<file path="config.mk">
export PLATFORM = sky130hd
export DESIGN_NAME = riscv_decode_top
export DESIGN_NICKNAME = d
export VERILOG_FILES = /design/src/common/rv_decode_pkg.sv /design/src/decode_ctrl.sv /design/src/imm_target_gen.sv /design/src/mem_align/load_align.sv /design/src/mem_align/store_align.sv /design/src/riscv_decode_top.sv
export SDC_FILE = /design/constraint.sdc
export NUM_CORES = 1
export LEC_CHECK = 0
export BUFFER_PORTS_ARGS = -buffer_cell sky130_fd_sc_hd__buf_2
export CAP_MARGIN = 5
export CORE_AREA = 2 2 160 162
export DETAILED_ROUTE_END_ITERATION = 12
export DIE_AREA = 0 0 162 164
export GPL_TIMING_DRIVEN = 0
export SYNTH_ARGS = -nofsm -noshare
export SYNTH_HDL_FRONTEND = slang
export SYNTH_SLANG_ARGS = --single-unit
</file>
<file path="constraint.sdc">
create_clock -name vclk -period 2.45
set_input_delay 0.3675 -clock vclk [all_inputs]
set_output_delay 0.3675 -clock vclk [all_outputs]
set_load 0.02 [all_outputs]
</file>
<file path="src/common/rv_decode_pkg.sv">
package rv_decode_pkg;

    // Data memory is four bytes wide, one enable per lane
    localparam int byte_lanes = 4;

    // Data, address and instruction words
    typedef logic [31:0] word_t;

    // Register file index, x0 to x31
    typedef logic [4:0] reg_addr_t;

    // ALU operation, instruction bit 30 on top of funct3
    typedef logic [3:0] alu_op_t;

    // Data memory byte write enables
    typedef logic [byte_lanes-1:0] byte_en_t;

    // Width and size selector of loads and stores, branch condition
    typedef logic [2:0] funct3_t;

    // Major opcodes of the RV32I groups that are decoded
    localparam logic [6:0] opc_lui    = 7'b0110111;
    localparam logic [6:0] opc_auipc  = 7'b0010111;
    localparam logic [6:0] opc_op     = 7'b0110011;
    localparam logic [6:0] opc_op_imm = 7'b0010011;
    localparam logic [6:0] opc_load   = 7'b0000011;
    localparam logic [6:0] opc_store  = 7'b0100011;
    localparam logic [6:0] opc_branch = 7'b1100011;
    localparam logic [6:0] opc_jal    = 7'b1101111;
    localparam logic [6:0] opc_jalr   = 7'b1100111;

    // Instruction class, cls_none covers every other opcode
    typedef enum logic [3:0] {
        cls_lui,
        cls_auipc,
        cls_op,
        cls_op_imm,
        cls_load,
        cls_store,
        cls_branch,
        cls_jal,
        cls_jalr,
        cls_none
    } instr_class_e;

    // Format of the immediate fed to the second ALU operand
    typedef enum logic [2:0] {
        imm_none,
        imm_i,
        imm_shamt,
        imm_s,
        imm_u
    } imm_fmt_e;

    // Next PC source
    typedef enum logic [1:0] {
        pc_seq = 2'd0,
        pc_rel = 2'd1,
        pc_reg = 2'd2
    } pc_sel_e;

endpackage

</file>
<file path="src/decode_ctrl.sv">
`timescale 1ns/1ps

module decode_ctrl
    import rv_decode_pkg::*;
(
    input  word_t     idata,
    input  logic      alu_zero_sig,
    output reg_addr_t raddr1,
    output reg_addr_t raddr2,
    output reg_addr_t raddr3,
    output alu_op_t   alu_opn,
    output logic      is_pc,
    output logic      is_imm,
    output logic      rwe,
    output logic      mux_alu_or_dmem_sig,
    output logic      mux_alu_or_dmem_enable,
    output logic      store_en,
    output funct3_t   funct3,
    output imm_fmt_e  imm_fmt,
    output pc_sel_e   mux_pc_update_sig
);

    instr_class_e cls;
    funct3_t      f3;
    logic         is_shift_imm;

    assign f3     = idata[14:12];
    assign funct3 = f3;

    // SLLI, SRLI and SRAI share funct3 x01
    assign is_shift_imm = (f3[1:0] == 2'b01);

    // Opcode to class, anything unknown is a no-op
    always_comb begin
        case (idata[6:0])
            opc_lui:    cls = cls_lui;
            opc_auipc:  cls = cls_auipc;
            opc_op:     cls = cls_op;
            opc_op_imm: cls = cls_op_imm;
            opc_load:   cls = cls_load;
            opc_store:  cls = cls_store;
            opc_branch: cls = cls_branch;
            opc_jal:    cls = cls_jal;
            opc_jalr:   cls = cls_jalr;
            default:    cls = cls_none;
        endcase
    end

    always_comb begin
        // Defaults describe the no-op
        raddr1                 = '0;
        raddr2                 = '0;
        raddr3                 = '0;
        alu_opn                = '0;
        is_pc                  = 1'b0;
        is_imm                 = 1'b0;
        rwe                    = 1'b0;
        mux_alu_or_dmem_sig    = 1'b0;
        mux_alu_or_dmem_enable = 1'b0;
        store_en               = 1'b0;
        imm_fmt                = imm_none;
        mux_pc_update_sig      = pc_seq;

        case (cls)
            cls_lui, cls_auipc: begin
                // Upper immediate plus x0 or plus PC, ALU adds
                raddr3                 = idata[11:7];
                is_pc                  = (cls == cls_auipc);
                is_imm                 = 1'b1;
                rwe                    = 1'b1;
                mux_alu_or_dmem_sig    = 1'b1;
                mux_alu_or_dmem_enable = 1'b1;
                imm_fmt                = imm_u;
            end
            cls_op: begin
                raddr1                 = idata[19:15];
                raddr2                 = idata[24:20];
                raddr3                 = idata[11:7];
                // Bit 30 splits ADD/SUB and SRL/SRA
                alu_opn                = {idata[30], f3};
                rwe                    = 1'b1;
                mux_alu_or_dmem_sig    = 1'b1;
                mux_alu_or_dmem_enable = 1'b1;
            end
            cls_op_imm: begin
                raddr1                 = idata[19:15];
                raddr3                 = idata[11:7];
                // Only shifts keep bit 30, elsewhere it is immediate data
                alu_opn                = {is_shift_imm & idata[30], f3};
                is_imm                 = 1'b1;
                rwe                    = 1'b1;
                mux_alu_or_dmem_sig    = 1'b1;
                mux_alu_or_dmem_enable = 1'b1;
                imm_fmt                = is_shift_imm ? imm_shamt : imm_i;
            end
            cls_load: begin
                // Address is rs1 plus offset, result from memory
                raddr1                 = idata[19:15];
                raddr3                 = idata[11:7];
                is_imm                 = 1'b1;
                rwe                    = 1'b1;
                mux_alu_or_dmem_enable = 1'b1;
                imm_fmt                = imm_i;
            end
            cls_store: begin
                raddr1   = idata[19:15];
                raddr2   = idata[24:20];
                is_imm   = 1'b1;
                store_en = 1'b1;
                imm_fmt  = imm_s;
            end
            cls_branch: begin
                // ALU evaluates the condition on rs1 and rs2
                raddr1            = idata[19:15];
                raddr2            = idata[24:20];
                alu_opn           = {1'b0, f3};
                mux_pc_update_sig = alu_zero_sig ? pc_rel : pc_seq;
            end
            cls_jal: begin
                // Link value goes back through the PC path
                raddr3            = idata[11:7];
                rwe               = 1'b1;
                mux_pc_update_sig = pc_rel;
            end
            cls_jalr: begin
                // ALU forms rs1 plus offset as the target
                raddr1            = idata[19:15];
                raddr3            = idata[11:7];
                alu_opn           = {1'b0, f3};
                is_imm            = 1'b1;
                rwe               = 1'b1;
                imm_fmt           = imm_i;
                mux_pc_update_sig = pc_reg;
            end
            default: begin
                // No-op, defaults hold
            end
        endcase
    end

endmodule

</file>
<file path="src/imm_target_gen.sv">
`timescale 1ns/1ps

module imm_target_gen
    import rv_decode_pkg::*;
(
    input  word_t    idata,
    input  word_t    iaddr,
    input  word_t    alu_out,
    input  imm_fmt_e imm_fmt,
    output word_t    mux_alu2_in2,
    output word_t    imm_pc_off,
    output word_t    reg_pc_update_val,
    output word_t    pc_from_reg
);

    word_t off_b;
    word_t off_j;

    // Second ALU operand by immediate format
    always_comb begin
        case (imm_fmt)
            // Sign extended bits 31 to 20
            imm_i:     mux_alu2_in2 = {{20{idata[31]}}, idata[31:20]};
            // Shift amount, no sign extension
            imm_shamt: mux_alu2_in2 = {27'b0, idata[24:20]};
            // Store offset split around rd field
            imm_s:     mux_alu2_in2 = {{20{idata[31]}}, idata[31:25], idata[11:7]};
            imm_u:     mux_alu2_in2 = {idata[31:12], 12'b0};
            default:   mux_alu2_in2 = '0;
        endcase
    end

    // Branch offset, halfword aligned
    assign off_b = {
        {19{idata[31]}},
        idata[31],
        idata[7],
        idata[30:25],
        idata[11:8],
        1'b0
    };

    // Jump offset, halfword aligned
    assign off_j = {
        {11{idata[31]}},
        idata[31],
        idata[19:12],
        idata[20],
        idata[30:21],
        1'b0
    };

    // Opcode bit 3 is set only for JAL
    assign imm_pc_off = idata[3] ? off_j : off_b;

    // Return address for JAL and JALR
    assign reg_pc_update_val = iaddr + 32'd4;

    // JALR target with bit 0 forced low
    assign pc_from_reg = {alu_out[31:1], 1'b0};

endmodule

</file>
<file path="src/mem_align/load_align.sv">
`timescale 1ns/1ps

module load_align
    import rv_decode_pkg::*;
(
    input  word_t      drdata,
    input  logic [1:0] byte_off,
    input  funct3_t    funct3,
    output word_t      load_data
);

    word_t lane;
    logic  unsigned_ld;

    // Move the addressed byte down to lane 0
    // Bytes past the top of the word shift in as zero
    assign lane = drdata >> {byte_off, 3'b000};

    // LBU and LHU have funct3 bit 2 set
    assign unsigned_ld = funct3[2];

    always_comb begin
        case (funct3[1:0])
            // LB and LBU
            2'b00: begin
                if (unsigned_ld) begin
                    load_data = {24'b0, lane[7:0]};
                end else begin
                    load_data = {{24{lane[7]}}, lane[7:0]};
                end
            end
            // LH and LHU
            2'b01: begin
                if (unsigned_ld) begin
                    load_data = {16'b0, lane[15:0]};
                end else begin
                    load_data = {{16{lane[15]}}, lane[15:0]};
                end
            end
            // LW, whole word as read
            default: begin
                load_data = drdata;
            end
        endcase
    end

endmodule

</file>
<file path="src/mem_align/store_align.sv">
`timescale 1ns/1ps

module store_align
    import rv_decode_pkg::*;
(
    input  word_t      rrdata2,
    input  logic [1:0] byte_off,
    input  funct3_t    funct3,
    input  logic       store_en,
    input  logic       reset,
    output byte_en_t   dwe,
    output word_t      dwdata
);

    byte_en_t lane_en;
    word_t    shifted;

    // rs2 moved up to the addressed lane
    assign shifted = rrdata2 << {byte_off, 3'b000};

    always_comb begin
        lane_en = '0;
        dwdata  = shifted;
        case (funct3)
            // SB, one lane
            3'b000: begin
                lane_en = byte_en_t'(1) << byte_off;
            end
            // SH, two lanes, crossing the word is not supported
            3'b001: begin
                if (byte_off != 2'b11) begin
                    lane_en = byte_en_t'(2'b11) << byte_off;
                end
            end
            // SW, full word
            3'b010: begin
                lane_en = {byte_lanes{1'b1}};
                dwdata  = rrdata2;
            end
            default: begin
                lane_en = '0;
            end
        endcase
    end

    // No memory write outside a store or while reset is asserted
    assign dwe = (store_en && reset) ? lane_en : '0;

endmodule

</file>
<file path="src/riscv_decode_top.sv">
`timescale 1ns/1ps

module riscv_decode_top
    import rv_decode_pkg::*;
(
    input  word_t     idata,
    input  logic      reset,
    input  word_t     rrdata2,
    input  word_t     drdata,
    input  word_t     alu_out,
    input  logic      alu_zero_sig,
    input  word_t     iaddr,
    output word_t     daddr,
    output word_t     dwdata,
    output byte_en_t  dwe,
    output logic      mux_alu_or_dmem_sig,
    output word_t     mux_alu_or_dmem_inp2,
    output logic      is_pc,
    output logic      is_imm,
    output word_t     mux_alu2_in2,
    output reg_addr_t raddr3,
    output alu_op_t   alu_opn,
    output reg_addr_t raddr1,
    output reg_addr_t raddr2,
    output logic      rwe,
    output word_t     pc_from_reg,
    output word_t     reg_pc_update_val,
    output logic      mux_alu_or_dmem_enable,
    output pc_sel_e   mux_pc_update_sig,
    output word_t     imm_pc_off
);

    imm_fmt_e imm_fmt;
    logic     store_en;
    funct3_t  funct3;

    // Memory address is the ALU sum for loads and stores
    assign daddr = alu_out;

    decode_ctrl i_decode_ctrl (
        .idata                  (idata),
        .alu_zero_sig           (alu_zero_sig),
        .raddr1                 (raddr1),
        .raddr2                 (raddr2),
        .raddr3                 (raddr3),
        .alu_opn                (alu_opn),
        .is_pc                  (is_pc),
        .is_imm                 (is_imm),
        .rwe                    (rwe),
        .mux_alu_or_dmem_sig    (mux_alu_or_dmem_sig),
        .mux_alu_or_dmem_enable (mux_alu_or_dmem_enable),
        .store_en               (store_en),
        .funct3                 (funct3),
        .imm_fmt                (imm_fmt),
        .mux_pc_update_sig      (mux_pc_update_sig)
    );

    imm_target_gen i_imm_target_gen (
        .idata             (idata),
        .iaddr             (iaddr),
        .alu_out           (alu_out),
        .imm_fmt           (imm_fmt),
        .mux_alu2_in2      (mux_alu2_in2),
        .imm_pc_off        (imm_pc_off),
        .reg_pc_update_val (reg_pc_update_val),
        .pc_from_reg       (pc_from_reg)
    );

    // Lane select comes from the low address bits
    load_align i_load_align (
        .drdata    (drdata),
        .byte_off  (alu_out[1:0]),
        .funct3    (funct3),
        .load_data (mux_alu_or_dmem_inp2)
    );

    store_align i_store_align (
        .rrdata2  (rrdata2),
        .byte_off (alu_out[1:0]),
        .funct3   (funct3),
        .store_en (store_en),
        .reset    (reset),
        .dwe      (dwe),
        .dwdata   (dwdata)
    );

endmodule

</file>
[Word-level counts from Yosys, hierarchy flattened]
Cells that the tools add are included.
Operators by class
  bitwise logic cells: 1
  $add $sub $neg: 1
  equal/unequal tests: 25
  shifts and indexed selects: 4
  mux-type cells: 24
  reduce and logical (&&, ||, !) cells: 13
Operators with widths (number)
  $pmux 32 s4: 1
  $mux 32: 3
  $pmux 32 s2: 1
  $pmux 4 s9: 1
  $add 32x3->32 const B: 1
  $shl 32x5->32: 1
  $shr 32x5->16: 1
  $pmux 4 s3: 2
  $eq 7x6->1 const B: 3
  $eq 7x7->1 const B: 3
  $mux 20: 1
  $eq 4x3->1 const B: 4
  $mux 5: 3
  $eq 7x5->1 const B: 2
  $pmux 3 s4: 1
  $reduce_or 6->1: 2
  $eq 3x2->1 const B: 3
  $eq 4x2->1 const B: 2
  $mux 4: 2
  $eq 7x2->1 const B: 1
  $mux 1: 7
  $reduce_or 7->1: 1
  $eq 3x1->1 const B: 2
  $pmux 2 s3: 1
  17 further kinds: 19
Word-level totals
  register bits: 0
  output and inout port bits: 254
  bits of input ports: 162

[Depth between registers and ports, before layout]
  word-level depth: 7
  mapped depth: 8

[Modules after synthesis]
From an unflattened synthesis, not the netlist that was laid out.
Unflattened totals
  cells, all modules: 547
  area total of the unflattened synthesis: 3791.1 um^2
Modules (own cells, without submodules)
  imm_target_gen: area an instance 1522.7 um^2, cells an instance 217, seq. area each 0.0 um^2, times used 1
  store_align: area an instance 880.8 um^2, cells an instance 126, seq. area each 0.0 um^2, times used 1
  load_align: area an instance 740.7 um^2, cells an instance 113, seq. area each 0.0 um^2, times used 1
  decode_ctrl: area an instance 406.6 um^2, cells an instance 59, seq. area each 0.0 um^2, times used 1
  riscv_decode_top: area an instance 240.2 um^2, cells an instance 32, seq. area each 0.0 um^2, times used 1

[Worst setup path before layout]
OpenSTA, ideal clock, no wires.
  path kind: input to output
  start: input idata[3]
  end: output mux_alu2_in2[31]
  slack: 0.133 ns
  buffers on the path: 2
  data arrival time: 1.950 ns
  stages on the path: 6
  cells stage by stage: buf_6 or2_1 nor3_1 and2_1 buf_2 o21a_1
Between the ends
  longest elaborated chain between the ends: 7
  elaborated cells on any way between the ends: 24
Ends and longest elaborated chain
  from (decl): line riscv_decode_top.sv:6  | input word_t idata,
  $eq 7x7->1 (tied with other cells): line decode_ctrl.sv:35  | case (idata[6:0])
  $pmux 4 s9 (*): line decode_ctrl.sv:35
  $eq 4x3->1 (tied with other cells): line decode_ctrl.sv:64  | case (cls)
  $reduce_or 2->1 (no source line)
  $pmux 3 s4 (*): line decode_ctrl.sv:64
  $eq 3x3->1 (tied with other cells): line imm_target_gen.sv:21  | case (imm_fmt)
  $pmux 32 s4 (*): line imm_target_gen.sv:21
  to (decl): line riscv_decode_top.sv:20  | output word_t mux_alu2_in2,
Every way passes the cells marked *; elsewhere a longest branch is shown, timed or not.

[Worst setup path in the final report]
  start: input alu_out[1]
  end: output mux_alu_or_dmem_inp2[18]
Between the ends
  longest elaborated chain between the ends: 3
  elaborated cells on any way between the ends: 4
Ends and longest elaborated chain
  from (decl): line riscv_decode_top.sv:10  | input word_t alu_out,
  $shr 32x5->16 (*): line load_align.sv:17  | assign lane = drdata >> {byte_off, 3'b000};
  $mux 32 (on tied branches): line load_align.sv:34, load_align.sv:26
  $pmux 32 s2 (*): line load_align.sv:23  | case (funct3[1:0])
  to (decl): line riscv_decode_top.sv:17  | output word_t mux_alu_or_dmem_inp2,
Marked as above.

==> key figures <==
Status
  – Outcome: finished, final reports clean

Detailed routing
  – Total detailed-routing wirelength: 19.7 mm
  – TritonRoute pass-1 iters: 5
  – Violation count after the first detailed-route iteration: 195
  – Number of nets with antenna violations after detailed routing: 0
  – Vias after detailed routing: 5314
  – Final routed DRC violation total: 0
  – DR vias/cell: 4.22
  – Wirelength per Cell: 15.7 um

Floorplanning
  – Floorplan core area: 24800 um2
  – Area of the die: 26600 um2
  – Die W: 162 um
  – Total I/O pin count: 416
  – Count of standard-cell rows: 58
  – Initial Util: 14.2%
  – Vert. Die Dim: 164 um

Final layout
  – Number of flip-flops and latches: 0
  – Finished Layout Cells: 1258
  – Final instance area: 5940 um2
  – Register area: 0 um2
  – Core utilization of the finished layout: 23.9%
  – Share of cells above drive strength 1: 56.3%
  – Clock buffer cells: 0
  – Fillcell total: 2842
  – Synth-to-Final Area Change: 69.1%
  – Area of the multi-input gates: 2680 um2
  – Net count, final: 1096

Global route
  – Pin count of the biggest net entering global routing: 16
  – Vias in the first global route: 5013
  – First-pass GRT wire length: 28.0 mm
  – Overall fraction of global-route tracks in use: 13.2%
  – Remaining global-route overflow: 0
  – Number of antenna violations at the first check in global routing: 1

Timing
  – Worst hold margin: 0.952 ns
  – Time the final worst path needs with I/O delays and setup: 2.36 ns
  – Total negative slack: 0 ns
  – Max frequency: 0.424 GHz
  – Setup repair after global routing missed its margin: true
  – Crit share post-route: 96.3%
  – Transition at the pin with the smallest max-transition slack: 0.691 ns
  – Final-report max-slew violation count: 0
  – Final hold violations: 0
  – Final critical-path setup slack: 0.0896 ns
  – Relative slew slack: 53.9%
  – Total setup violations reported at the end of the flow: 0

Placed design
  – Pre-CTS setup slack: -0.696 ns
  – Total half-perimeter wirelength after legalization and detailed placement: 16.8 mm
  – Total placed cells including tap cells: 1253
  – Count of input and output buffers: 380
  – Instance area after placement: 5830 um2
  – RePlAce Congestion: 0.827

Critical path
  – Kind of end point of the critical path: primary output
  – Kind of start point of the critical path: primary input
  – Crit path launch: alu_out[1]
  – Worst-path maximum fanout: 9
  – Setup CP Type: in -> out
  – CP required: 2.08 ns
  – Data arrival at the endpoint of the critical path: 1.99 ns

Pwr
  – P per Cell Area: 206 nW/um2
  – Total design power: 1.22 mW
  – Worst voltage drop across the vdd grid: 78.5 uV
  – Static leakage: 3.57 nW

Logic synthesis
  – Yosys warnings: 0
  – Count of different cell masters after synthesis: 47
  – Mapped Area: 3510 um2
  – Post-Synthesis Mean Instance Area: 6.48 um2
  – Area contributors post-synth: sky130_fd_sc_hd__buf_4, sky130_fd_sc_hd__nand2_1, sky130_fd_sc_hd__a21o_1, sky130_fd_sc_hd__and2_1, sky130_fd_sc_hd__mux2i_1
  – Proportion of netlist area held by the largest area contributor: 18.8%
  – Part of the Yosys area used for sequential elements: 0%
  – Post-Synthesis Cells: 542
  – Synth area leader: sky130_fd_sc_hd__buf_4

Hold path
  – Worst Hold Launch: alu_out[17]
  – Class of the tightest hold or removal check: in -> out

Run
  – Count of maximum capacitance violations: 0
## synth_stat cells (all sizes together) (2+ instances only)
library cell and instances:
o32ai 2, clkbuf 17, a211oi 5, nor3 9
a21oi 21, xor2 15, inv 11, and4b 2
xnor2 13, a21o 36, nand2b 3, nand2 74
and3 5, a211o 2, a2bb2oi 16, nand4 4
a22oi 17, ha 5, nor2b 11, mux2 13
o22a 7, mux2i 17, nand3 12, o21ai 34
a22o 5, buf 106, and4 4, and2 29
nor2 33
## final cells by class
type	instances	share of cell area (%)
Antenna cell	1	0.0421
Buffer	123	14.7
Inverter	12	0.842
Multi-Input combinational cell	408	45.0
Tap cell	330	6.95
Timing Repair Buffer	384	32.5
## kinds of logic after synthesis
logic type	count (synthesis)	synth area share, %
xor gates and xnor gates	28	6.98
adders and majority gates	5	1.78
AOI/OAI and AO/OA	151	30.1
buffers and inverters	135	25.1
and+or+nand+nor	191	26.3
other	1	0.107
muxes	31	9.65
## metal layers
layer | routed length [um] | part of all wire [%] | vias to the layer above | global-route usage (%)
li1 | - | - | 2577 | -
met1 | 7720 | 39 | 2418 | 15.1
met2 | 10100 | 51 | 295 | 25.8
met3 | 1450 | 7.4 | 24 | 1.77
met4 | 391 | 2.0 | 0 | 3.26
met5 | 0 | 0 | - | 0
## cells in the final DEF, fill, tap and decap left out, drive strengths merged, types with 5 or more instances in the layout
master,synthesis,final
buf,106,488
nand2,74,74
a21o,36,36
o21ai,34,34
nor2,33,33
and2,29,29
a21oi,21,21
clkbuf,17,19
mux2i,17,17
a22oi,17,17
a2bb2oi,16,16
xor2,15,15
xnor2,13,13
mux2,13,13
nand3,12,12
inv,11,11
nor2b,11,11
nor3,9,9
o22a,7,7
and3,5,5
a22o,5,5
ha,5,5
a211oi,5,5
## path summary, 6_finish.rpt
kind	end	slack (ns)	depth (start not counted)
min	pc_from_reg[17]	0.95	2
max	mux_alu_or_dmem_inp2[18]	0.09	8
## power by group
part / internal [mW] / switching [mW] / leakage, nW
Sequential: 0 / 0 / 0
Clock: 0.0000000547 / 0 / 0.00000634
Combinational: 0.487 / 0.735 / 3.57
Total: 0.487 / 0.735 / 3.57
## critical path, stage by stage
cell and delay (ns):
sky130_fd_sc_hd__buf_2 0.15, sky130_fd_sc_hd__buf_8 0.16, sky130_fd_sc_hd__mux4_2 0.36, sky130_fd_sc_hd__nand2b_1 0.10, sky130_fd_sc_hd__a211oi_4 0.35, sky130_fd_sc_hd__buf_4 0.21
sky130_fd_sc_hd__a21o_1 0.12, sky130_fd_sc_hd__buf_2 0.17
## timing repair
action	4_1_cts	5_1_grt
setup endpoints to repair	55	56
buffers inserted	3	0
gates resized for setup	14	20
pin swaps	1	1
hold endpoints to repair	0	0
hold buffers	0	0
gates cloned	1	0
(Power assumes the default switching activity.)
